<file path="config.mk">
export PLATFORM = sky130hd
export DESIGN_NAME = l2_cache_front
export DESIGN_NICKNAME = d
export VERILOG_FILES = /design/src/hw/l2_cache_pkg.sv /design/src/hw/l1_dir_tag.sv /design/src/hw/l2_cache_dir.sv /design/src/hw/l2_cache_front.sv /design/src/hw/l2_cache_tag.sv /design/src/hw/sram_1r1w.sv
export SDC_FILE = /design/constraint.sdc
export NUM_CORES = 2
export LEC_CHECK = 0
export BUFFER_PORTS_ARGS = -buffer_cell sky130_fd_sc_hd__buf_2
export CORE_UTILIZATION = 55
export CTS_BUF_LIST = sky130_fd_sc_hd__clkbuf_2 sky130_fd_sc_hd__clkbuf_4 sky130_fd_sc_hd__clkbuf_8
export CTS_CLUSTER_SIZE = 40
export DETAILED_ROUTE_END_ITERATION = 6
export PLACE_DENSITY = 0.71
export REMOVE_ABC_BUFFERS = 1
export SLEW_MARGIN = 10
export SYNTH_ARGS = -nofsm -noshare
export SYNTH_HDL_FRONTEND = slang
export SYNTH_SLANG_ARGS = --single-unit
</file>
<file path="constraint.sdc">
create_clock -name clk -period 10.5 [get_ports clk]
set_input_delay 0.525 -clock clk [delete_from_list [all_inputs] [get_ports clk]]
set_output_delay 0.525 -clock clk [all_outputs]
set_load 0.05 [all_outputs]
</file>
<file path="src/hw/l2_cache_pkg.sv">
package l2_cache_pkg;

	// Line address counted in 64 byte lines
	localparam int addr_width = 26;

	// L2 geometry
	localparam int l2_num_ways = 4;
	localparam int l2_set_bits = 4;
	localparam int l2_num_sets = 16;
	localparam int l2_tag_bits = addr_width - l2_set_bits;

	// L1 data cache geometry mirrored by the directory
	localparam int l1_set_bits = 3;
	localparam int l1_num_sets = 8;
	localparam int l1_tag_bits = addr_width - l1_set_bits;
	localparam int l1_num_ways = 4;

	// Request operations
	localparam logic [2:0] op_load = 3'd0;
	localparam logic [2:0] op_store = 3'd1;
	localparam logic [2:0] op_flush = 3'd2;
	localparam logic [2:0] op_load_sync = 3'd4;
	localparam logic [2:0] op_store_sync = 3'd5;

	// Requesting units
	localparam logic [1:0] unit_icache = 2'd0;
	localparam logic [1:0] unit_dcache = 2'd1;
	localparam logic [1:0] unit_stbuf = 2'd2;

endpackage

</file>
<file path="src/hw/l1_dir_tag.sv">
`timescale 1ns/1ps

module l1_dir_tag(
	input clk,
	input reset,
	input stall_i,
	input lookup_i,
	input [l2_cache_pkg::addr_width-1:0] address_i,
	input update_i,
	input [1:0] update_way_i,
	output logic has_line_o,
	output logic [1:0] way_o);

	import l2_cache_pkg::*;

	logic lookup_en;
	logic update_en;
	logic [l1_set_bits-1:0] lookup_set;
	logic [addr_width-1:0] addr_r;
	logic [l1_set_bits-1:0] cur_set;
	logic [l1_tag_bits-1:0] cur_tag;
	logic [l1_num_ways-1:0] update_mask;
	logic [l1_num_ways-1:0] valid_r [l1_num_sets];
	logic [l1_num_ways-1:0] valid_q;
	logic [l1_num_ways-1:0][l1_tag_bits-1:0] tag_q;
	logic [l1_num_ways-1:0] way_match;

	assign lookup_en = lookup_i && !stall_i;
	assign update_en = update_i && !stall_i;
	assign lookup_set = address_i[l1_set_bits-1:0];

	// Updates go to the line that was last looked up
	assign cur_set = addr_r[l1_set_bits-1:0];
	assign cur_tag = addr_r[addr_width-1:l1_set_bits];
	assign update_mask = l1_num_ways'(1) << update_way_i;

	genvar way;
	generate
		for (way = 0; way < l1_num_ways; way++)
		begin : gen_way
			sram_1r1w #(
				.word_t(logic [l1_tag_bits-1:0]),
				.depth(l1_num_sets),
				.addr_bits(l1_set_bits)
			) tag_mem(
				.clk(clk),
				.rd_en_i(lookup_en),
				.rd_addr_i(lookup_set),
				.rd_data_o(tag_q[way]),
				.wr_en_i(update_en && update_way_i == 2'(way)),
				.wr_addr_i(cur_set),
				.wr_data_i(cur_tag));
		end
	endgenerate

	always_ff @(posedge clk, posedge reset)
	begin
		if (reset)
		begin
			for (int s = 0; s < l1_num_sets; s++)
				valid_r[s] <= '0;
			valid_q <= '0;
		end
		else
		begin
			if (update_en)
				valid_r[cur_set] <= valid_r[cur_set] | update_mask;
			if (lookup_en)
			begin
				if (update_en && cur_set == lookup_set)
					valid_q <= valid_r[lookup_set] | update_mask;
				else
					valid_q <= valid_r[lookup_set];
			end
		end
	end

	always_ff @(posedge clk)
	begin
		if (lookup_en)
			addr_r <= address_i;
	end

	// Lowest matching way is reported
	always_comb
	begin
		way_o = 2'd0;
		for (int w = l1_num_ways - 1; w >= 0; w--)
		begin
			way_match[w] = valid_q[w] && tag_q[w] == cur_tag;
			if (way_match[w])
				way_o = 2'(w);
		end
	end

	assign has_line_o = |way_match;

endmodule

</file>
<file path="src/hw/l2_cache_dir.sv">
`timescale 1ns/1ps

module l2_cache_dir(
	input clk,
	input reset,
	input stall_i,
	input tag_valid_i,
	input [1:0] tag_unit_i,
	input [1:0] tag_strand_i,
	input [2:0] tag_op_i,
	input [1:0] tag_way_i,
	input [l2_cache_pkg::addr_width-1:0] tag_address_i,
	input tag_has_sm_data_i,
	input [1:0] tag_replace_way_i,
	input [l2_cache_pkg::l2_num_ways-1:0][l2_cache_pkg::l2_tag_bits-1:0] tag_l2_tag_i,
	input [l2_cache_pkg::l2_num_ways-1:0] tag_l2_valid_i,
	output logic dir_valid_o,
	output logic [1:0] dir_unit_o,
	output logic [1:0] dir_strand_o,
	output logic [2:0] dir_op_o,
	output logic [1:0] dir_way_o,
	output logic [l2_cache_pkg::addr_width-1:0] dir_address_o,
	output logic dir_has_sm_data_o,
	output logic dir_cache_hit_o,
	output logic [1:0] dir_hit_way_o,
	output logic [1:0] dir_replace_way_o,
	output logic [l2_cache_pkg::l2_tag_bits-1:0] dir_old_tag_o,
	output logic [l2_cache_pkg::l2_num_ways-1:0] dir_dirty_o,
	output logic dir_l1_has_line_o,
	output logic [1:0] dir_l1_way_o);

	import l2_cache_pkg::*;

	logic lookup;
	logic [l2_tag_bits-1:0] req_tag;
	logic [l2_set_bits-1:0] req_set;
	logic [l2_num_ways-1:0] way_hit;
	logic cache_hit;
	logic [1:0] hit_way;
	logic [1:0] sel_way;
	logic [l2_num_ways-1:0] valid_q;
	logic [l2_num_ways-1:0] dirty_q;
	logic dir_is_load;
	logic dir_is_store;
	logic dir_is_flush;
	logic update_dirty;
	logic new_dirty;
	logic update_l1;

	assign lookup = tag_valid_i && !stall_i;
	assign req_tag = tag_address_i[addr_width-1:l2_set_bits];
	assign req_set = tag_address_i[l2_set_bits-1:0];

	// Lowest way wins if a line sits in two ways
	always_comb
	begin
		hit_way = 2'd0;
		for (int w = l2_num_ways - 1; w >= 0; w--)
		begin
			way_hit[w] = tag_l2_valid_i[w] && tag_l2_tag_i[w] == req_tag;
			if (way_hit[w])
				hit_way = 2'(w);
		end
	end

	assign cache_hit = |way_hit;
	assign sel_way = tag_has_sm_data_i ? tag_replace_way_i : hit_way;

	// Decode of the request held in this stage
	assign dir_is_load = dir_op_o == op_load || dir_op_o == op_load_sync;
	assign dir_is_store = dir_op_o == op_store || dir_op_o == op_store_sync;
	assign dir_is_flush = dir_op_o == op_flush;

	// Dirty bit commits as the request leaves this stage
	assign update_dirty = !stall_i && dir_valid_o
		&& (dir_has_sm_data_o || (dir_cache_hit_o && (dir_is_store || dir_is_flush)));

	// Fills mark only stores dirty while flush hits clear and store hits set
	assign new_dirty = dir_has_sm_data_o ? dir_is_store : !dir_is_flush;

	// Line about to be pushed into the L1 data cache
	assign update_l1 = dir_valid_o && dir_is_load && dir_unit_o == unit_dcache
		&& (dir_cache_hit_o || dir_has_sm_data_o);

	genvar way;
	generate
		for (way = 0; way < l2_num_ways; way++)
		begin : gen_way
			sram_1r1w #(
				.word_t(logic),
				.depth(l2_num_sets),
				.addr_bits(l2_set_bits)
			) dirty_mem(
				.clk(clk),
				.rd_en_i(lookup),
				.rd_addr_i(req_set),
				.rd_data_o(dirty_q[way]),
				.wr_en_i(update_dirty && dir_hit_way_o == 2'(way)),
				.wr_addr_i(dir_address_o[l2_set_bits-1:0]),
				.wr_data_i(new_dirty));
		end
	endgenerate

	assign dir_dirty_o = dirty_q & valid_q;

	l1_dir_tag l1_dir_tag_i(
		.clk(clk),
		.reset(reset),
		.stall_i(stall_i),
		.lookup_i(tag_valid_i),
		.address_i(tag_address_i),
		.update_i(update_l1),
		.update_way_i(dir_way_o),
		.has_line_o(dir_l1_has_line_o),
		.way_o(dir_l1_way_o));

	always_ff @(posedge clk, posedge reset)
	begin
		if (reset)
		begin
			dir_valid_o <= 1'b0;
			dir_cache_hit_o <= 1'b0;
			valid_q <= '0;
		end
		else if (!stall_i)
		begin
			dir_valid_o <= tag_valid_i;
			if (tag_valid_i)
			begin
				dir_cache_hit_o <= cache_hit;
				valid_q <= tag_l2_valid_i;
			end
		end
	end

	always_ff @(posedge clk)
	begin
		if (lookup)
		begin
			dir_unit_o <= tag_unit_i;
			dir_strand_o <= tag_strand_i;
			dir_op_o <= tag_op_i;
			dir_way_o <= tag_way_i;
			dir_address_o <= tag_address_i;
			dir_has_sm_data_o <= tag_has_sm_data_i;
			dir_hit_way_o <= sel_way;
			dir_replace_way_o <= tag_replace_way_i;
			dir_old_tag_o <= tag_l2_tag_i[sel_way];
		end
	end

endmodule

</file>
<file path="src/hw/l2_cache_front.sv">
`timescale 1ns/1ps

module l2_cache_front(
	input clk,
	input reset,
	input stall_i,
	input req_valid_i,
	input [1:0] req_unit_i,
	input [1:0] req_strand_i,
	input [2:0] req_op_i,
	input [1:0] req_way_i,
	input [l2_cache_pkg::addr_width-1:0] req_address_i,
	input req_has_sm_data_i,
	output logic dir_valid_o,
	output logic [1:0] dir_unit_o,
	output logic [1:0] dir_strand_o,
	output logic [2:0] dir_op_o,
	output logic [1:0] dir_way_o,
	output logic [l2_cache_pkg::addr_width-1:0] dir_address_o,
	output logic dir_has_sm_data_o,
	output logic dir_cache_hit_o,
	output logic [1:0] dir_hit_way_o,
	output logic [1:0] dir_replace_way_o,
	output logic [l2_cache_pkg::l2_tag_bits-1:0] dir_old_tag_o,
	output logic [l2_cache_pkg::l2_num_ways-1:0] dir_dirty_o,
	output logic dir_l1_has_line_o,
	output logic [1:0] dir_l1_way_o);

	import l2_cache_pkg::*;

	logic tag_valid;
	logic [1:0] tag_unit;
	logic [1:0] tag_strand;
	logic [2:0] tag_op;
	logic [1:0] tag_way;
	logic [addr_width-1:0] tag_address;
	logic tag_has_sm_data;
	logic [1:0] tag_replace_way;
	logic [l2_tag_bits-1:0] tag_l2_tag0;
	logic [l2_tag_bits-1:0] tag_l2_tag1;
	logic [l2_tag_bits-1:0] tag_l2_tag2;
	logic [l2_tag_bits-1:0] tag_l2_tag3;
	logic tag_l2_valid0;
	logic tag_l2_valid1;
	logic tag_l2_valid2;
	logic tag_l2_valid3;

	l2_cache_tag l2_cache_tag_i(
		.clk(clk),
		.reset(reset),
		.stall_i(stall_i),
		.req_valid_i(req_valid_i),
		.req_unit_i(req_unit_i),
		.req_strand_i(req_strand_i),
		.req_op_i(req_op_i),
		.req_way_i(req_way_i),
		.req_address_i(req_address_i),
		.req_has_sm_data_i(req_has_sm_data_i),
		.tag_valid_o(tag_valid),
		.tag_unit_o(tag_unit),
		.tag_strand_o(tag_strand),
		.tag_op_o(tag_op),
		.tag_way_o(tag_way),
		.tag_address_o(tag_address),
		.tag_has_sm_data_o(tag_has_sm_data),
		.tag_replace_way_o(tag_replace_way),
		.tag_l2_tag_o({tag_l2_tag3, tag_l2_tag2, tag_l2_tag1, tag_l2_tag0}),
		.tag_l2_valid_o({tag_l2_valid3, tag_l2_valid2, tag_l2_valid1, tag_l2_valid0}));

	l2_cache_dir l2_cache_dir_i(
		.clk(clk),
		.reset(reset),
		.stall_i(stall_i),
		.tag_valid_i(tag_valid),
		.tag_unit_i(tag_unit),
		.tag_strand_i(tag_strand),
		.tag_op_i(tag_op),
		.tag_way_i(tag_way),
		.tag_address_i(tag_address),
		.tag_has_sm_data_i(tag_has_sm_data),
		.tag_replace_way_i(tag_replace_way),
		.tag_l2_tag_i({tag_l2_tag3, tag_l2_tag2, tag_l2_tag1, tag_l2_tag0}),
		.tag_l2_valid_i({tag_l2_valid3, tag_l2_valid2, tag_l2_valid1, tag_l2_valid0}),
		.dir_valid_o(dir_valid_o),
		.dir_unit_o(dir_unit_o),
		.dir_strand_o(dir_strand_o),
		.dir_op_o(dir_op_o),
		.dir_way_o(dir_way_o),
		.dir_address_o(dir_address_o),
		.dir_has_sm_data_o(dir_has_sm_data_o),
		.dir_cache_hit_o(dir_cache_hit_o),
		.dir_hit_way_o(dir_hit_way_o),
		.dir_replace_way_o(dir_replace_way_o),
		.dir_old_tag_o(dir_old_tag_o),
		.dir_dirty_o(dir_dirty_o),
		.dir_l1_has_line_o(dir_l1_has_line_o),
		.dir_l1_way_o(dir_l1_way_o));

endmodule

</file>
<file path="src/hw/l2_cache_tag.sv">
`timescale 1ns/1ps

module l2_cache_tag(
	input clk,
	input reset,
	input stall_i,
	input req_valid_i,
	input [1:0] req_unit_i,
	input [1:0] req_strand_i,
	input [2:0] req_op_i,
	input [1:0] req_way_i,
	input [l2_cache_pkg::addr_width-1:0] req_address_i,
	input req_has_sm_data_i,
	output logic tag_valid_o,
	output logic [1:0] tag_unit_o,
	output logic [1:0] tag_strand_o,
	output logic [2:0] tag_op_o,
	output logic [1:0] tag_way_o,
	output logic [l2_cache_pkg::addr_width-1:0] tag_address_o,
	output logic tag_has_sm_data_o,
	output logic [1:0] tag_replace_way_o,
	output logic [l2_cache_pkg::l2_num_ways-1:0][l2_cache_pkg::l2_tag_bits-1:0] tag_l2_tag_o,
	output logic [l2_cache_pkg::l2_num_ways-1:0] tag_l2_valid_o);

	import l2_cache_pkg::*;

	logic [l2_num_ways-1:0] valid_r [l2_num_sets];
	logic [1:0] victim_r [l2_num_sets];
	logic accept;
	logic fill_en;
	logic fill_same_set;
	logic [l2_set_bits-1:0] req_set;
	logic [l2_set_bits-1:0] fill_set;
	logic [l2_tag_bits-1:0] fill_tag;
	logic [l2_num_ways-1:0] fill_way_mask;

	assign accept = req_valid_i && !stall_i;
	assign req_set = req_address_i[l2_set_bits-1:0];

	// The fill in this stage commits as it moves on
	assign fill_en = tag_valid_o && tag_has_sm_data_o && !stall_i;
	assign fill_set = tag_address_o[l2_set_bits-1:0];
	assign fill_tag = tag_address_o[addr_width-1:l2_set_bits];
	assign fill_way_mask = l2_num_ways'(1) << tag_replace_way_o;

	// Incoming request reads the set being filled on the same edge
	assign fill_same_set = fill_en && fill_set == req_set;

	genvar way;
	generate
		for (way = 0; way < l2_num_ways; way++)
		begin : gen_way
			sram_1r1w #(
				.word_t(logic [l2_tag_bits-1:0]),
				.depth(l2_num_sets),
				.addr_bits(l2_set_bits)
			) tag_mem(
				.clk(clk),
				.rd_en_i(accept),
				.rd_addr_i(req_set),
				.rd_data_o(tag_l2_tag_o[way]),
				.wr_en_i(fill_en && tag_replace_way_o == 2'(way)),
				.wr_addr_i(fill_set),
				.wr_data_i(fill_tag));
		end
	endgenerate

	// Valid bits and round-robin victim pointer per set
	always_ff @(posedge clk, posedge reset)
	begin
		if (reset)
		begin
			for (int s = 0; s < l2_num_sets; s++)
			begin
				valid_r[s] <= '0;
				victim_r[s] <= '0;
			end
		end
		else if (fill_en)
		begin
			valid_r[fill_set] <= valid_r[fill_set] | fill_way_mask;
			victim_r[fill_set] <= tag_replace_way_o + 2'd1;
		end
	end

	always_ff @(posedge clk, posedge reset)
	begin
		if (reset)
		begin
			tag_valid_o <= 1'b0;
			tag_l2_valid_o <= '0;
			tag_replace_way_o <= 2'd0;
		end
		else if (!stall_i)
		begin
			tag_valid_o <= req_valid_i;
			if (req_valid_i)
			begin
				if (fill_same_set)
				begin
					tag_l2_valid_o <= valid_r[req_set] | fill_way_mask;
					tag_replace_way_o <= tag_replace_way_o + 2'd1;
				end
				else
				begin
					tag_l2_valid_o <= valid_r[req_set];
					tag_replace_way_o <= victim_r[req_set];
				end
			end
		end
	end

	always_ff @(posedge clk)
	begin
		if (accept)
		begin
			tag_unit_o <= req_unit_i;
			tag_strand_o <= req_strand_i;
			tag_op_o <= req_op_i;
			tag_way_o <= req_way_i;
			tag_address_o <= req_address_i;
			tag_has_sm_data_o <= req_has_sm_data_i;
		end
	end

endmodule

</file>
<file path="src/hw/sram_1r1w.sv">
`timescale 1ns/1ps

module sram_1r1w
	#(
		parameter type word_t = logic,
		parameter int depth = 16,
		parameter int addr_bits = 4
	)
	(
		input clk,
		input rd_en_i,
		input [addr_bits-1:0] rd_addr_i,
		output word_t rd_data_o,
		input wr_en_i,
		input [addr_bits-1:0] wr_addr_i,
		input word_t wr_data_i
	);

	word_t mem [depth];

	always_ff @(posedge clk)
	begin
		if (wr_en_i)
			mem[wr_addr_i] <= wr_data_i;

		// Read output holds while rd_en_i is low
		if (rd_en_i)
		begin
			// A write on the same edge wins over the stored word
			if (wr_en_i && wr_addr_i == rd_addr_i)
				rd_data_o <= wr_data_i;
			else
				rd_data_o <= mem[rd_addr_i];
		end
	end

endmodule

</file>
==> results.cfg <==
[route]
drt_iter0_drc = 6500
dr.pass1.iters = 7
wl_per_cell_um = 29.4
drt-total-wl_um = 249000
routed_via_density = 6.23
via_count = 52700
drc = 45
ant_nets = 0

[critical_path]
cp-start-kind = flip-flop
cp_max_fo = 22
cp.required_ns = 9.98
setup.worst_path.class = flip-flop to primary output
worstReg2RegStart = l2_cache_tag_i.tag_address_o[0]
critPathCaptureType = primary output
critPathArrivalTime_ns = 4.42
cp-startpoint = l2_cache_dir_i.l1_dir_tag_i.addr_r[14]

[run_status]
violations = design-rule violations
status = complete, but fails checks

[power]
power_frac_seq_pct = 54.9
p_int_w = 0.0167
power.density_nw_per_um2 = 185
vdd_drop_max_mv = 0.152
combinationalPowerShare_pct = 6.5
clkPwrFrac_pct = 38.6
switchingPower_w = 0.00490
finalPower_w = 0.0216
swShare_pct = 22.7
p_leak_nw = 38.5

[grt]
first_global_vias = 53000
grtUsageMet2_pct = 41.3
grt_pass1_wl_um = 363000
gr-total-overflow = 0
grt.met3_usage_pct = 5.10
track_usage_pct = 26.2
antenna_found_initial = 7
grt_busiest_layer = met2
gr-usage-met1_pct = 36.6
grt_max_degree = 128

[clocking]
ctsHoldBuffers = 35
clock_latency_ns = 1.12
root_buffer = clkbuf_8
cts-buffers-inserted = 419
cts_tree = done
cts_resized = 0
cts.sink_count = 2635
cts_htree_levels = 5
clkTransAtPathRegs_ns = 0.06
cts_setup_buffers = 0
ctsLongestPathBuffers = 4

[final_layout]
final_cell_mix = 2490 x edfxtp_1, 709 x mux4_2, 431 x clkbuf_8
fill_cells = 12900
layout_commonest_cell = edfxtp_1
drive_gt1_share_pct = 29.2
final_core_util_pct = 62.1
finish.net_count = 5682
syn_to_final_growth_pct = 11.9
design_area_um2 = 117000

[synth]
synth.distinct_cells = 46
ys_seq_elements = 2635
synth-edff-count = 2490
syn_area_per_cell_um2 = 20.1
syn-instance-count = 5192
synth.largest_area_cell = edfxtp_1
synth_area_leaders = edfxtp_1 72%, mux4_2 15%, dfrtp_1 3.5%
async_flop_share_pct = 5.50
ys_seq_area_share_pct = 75.2
synth_top_cell_area_share_pct = 71.7
synthFlopType = edfxtp_1
synth_area_um2 = 104000
yosysWarnings = 0

[sta]
slew_viol_final = 0
fin_skew_ns = 0.0643
finalHoldViolations = 0
max_slew.worst_pin.slew_ns = 1.22
whs_ns = 0.125
fin_crit_ns = 4.94
rsz0062_at_grt = false
finalSetupViolations = 0
post-route-period-util_pct = 47.1
fin_setup_tns_ns = 0
relSlewSlack_pct = 18.6
fmax_mhz = 202

[die]
dieArea_um2 = 191000
die_h_um = 437
core.rowCount = 159
core_um2 = 188000
die_x_um = 437
ioPinCount = 111
start_util_pct = 55.5

[placement]
port-buffer-count = 110
detailed_place_hpwl_um = 140000
placed_area_um2 = 108000
gp_congestion = 0.886

[hold_path]
hold_class = primary input to flip-flop
worstHoldStart = req_address_i[3]

[flow_run]
maxCapViolations = 0
## kinds of logic (layout without fill, tap and decap cells)
group / after synthesis / after routing / share of synthesized area [%]
flops: 2635 / 2635 / 75.2
simple gates: 866 / 866 / 3.58
mux: 827 / 827 / 16.5
buf+inv: 351 / 1114 / 1.41
compound gates: 321 / 321 / 1.75
xor+xnor: 188 / 188 / 1.58
fa+ha+maj: 4 / 4 / 0.0480
other cells: 0 / 9 / 0
## metal layers
metal / up-vias / share of wire [%]
met1: 27600 / 39
met5: - / 0.0036
met3: 529 / 8.6
li1: 21900 / -
met4: 2 / 3.9
met2: 2673 / 48
## synthesized netlist by cell type (5+ instances only)
library cell	number
mux2_2	20
and2_1	71
a21oi_1	179
xor2_1	111
mux2i_1	98
nor3_1	13
dfrtp_1	145
nand4_1	29
buf_6	9
nand2_1	355
buf_2	58
buf_1	49
nor2_1	306
nand3_1	30
and2_0	5
mux4_2	709
inv_1	13
nand2b_1	6
edfxtp_1	2490
clkbuf_1	219
a32oi_1	44
xnor2_1	77
o21ai_0	54
o21ai_1	30
nor4_1	27
or3_1	9
## layout make-up
type                    count  area (um2)  area share [%]
flip-flops and latches   2635       78400            67.2
multi-input cells        2206       24600            21.0
clock buffers             548        6800            5.83
well taps                2495        3120            2.67
repair buffers            363        2670            2.28
clock inverters           190        1100           0.945
inverters                  13        66.3          0.0568
diodes                      9        22.5          0.0193
## final timing paths
path                                                      endpoint  slack [ns]  depth (start not counted)
max                                              dir_l1_has_line_o        5.56                          8
min                                l2_cache_tag_i.tag_address_o[3]        0.13                          1
max reg2reg                                              flip-flop        6.13                          6
min reg2reg                            l2_cache_dir_i.dir_way_o[1]        0.41                          0
max in group asynchronous               l2_cache_tag_i.valid_r[33]        8.76                          4
min in group asynchronous  l2_cache_dir_i.l1_dir_tag_i.valid_r[31]        0.16                          3
## power groups by stage
stage | Clock, W | Sequential [W] | Combinational (W)
2_1_floorplan | 0 | 0.0122 | 0.000766
3_3_place_gp | 0 | 0.0121 | 0.00136
3_5_place_dp | 0 | 0.0121 | 0.00139
4_1_cts | 0.00845 | 0.0119 | 0.00140
5_1_grt | 0.00889 | 0.0119 | 0.00149
6_report | 0.00833 | 0.0119 | 0.00140
## through the flow
step	worst slack, ns	std cells
after floorplan	-1.27	4854
after global placement	5.73	7676
after detailed placement	5.96	7677
after CTS	5.35	8450
after global routing	5.19	8451
final	5.56	8459
## flip-flops by register name (all words and copies together) (netlist names), 22 cells and up
register,cells
l2_cache_dir_i.l1_dir_tag_i.valid_r,32
l2_cache_tag_i.gen_way.tag_mem.mem,1408
l2_cache_dir_i.l1_dir_tag_i.addr_r,26
l2_cache_dir_i.l1_dir_tag_i.gen_way.tag_mem.mem,736
l2_cache_tag_i.valid_r,64
l2_cache_tag_i.gen_way.tag_mem.rd_data_o,88
l2_cache_tag_i.victim_r,32
l2_cache_tag_i.tag_address_o,26
l2_cache_dir_i.gen_way.dirty_mem.mem,64
l2_cache_dir_i.dir_old_tag_o,22
l2_cache_dir_i.l1_dir_tag_i.gen_way.tag_mem.rd_data_o,92
## critical path, stage by stage, from the launching register on
cell and delay (ns):
edfxtp_1 0.96, buf_4 0.42, xor2_1 0.12, nor4_1 0.36, nand4_1 0.19, nor3_1 0.67
nand2b_1 0.21, nand3b_1 0.10, buf_2 0.26
No activity file was read; power rests on OpenSTA's default activity.
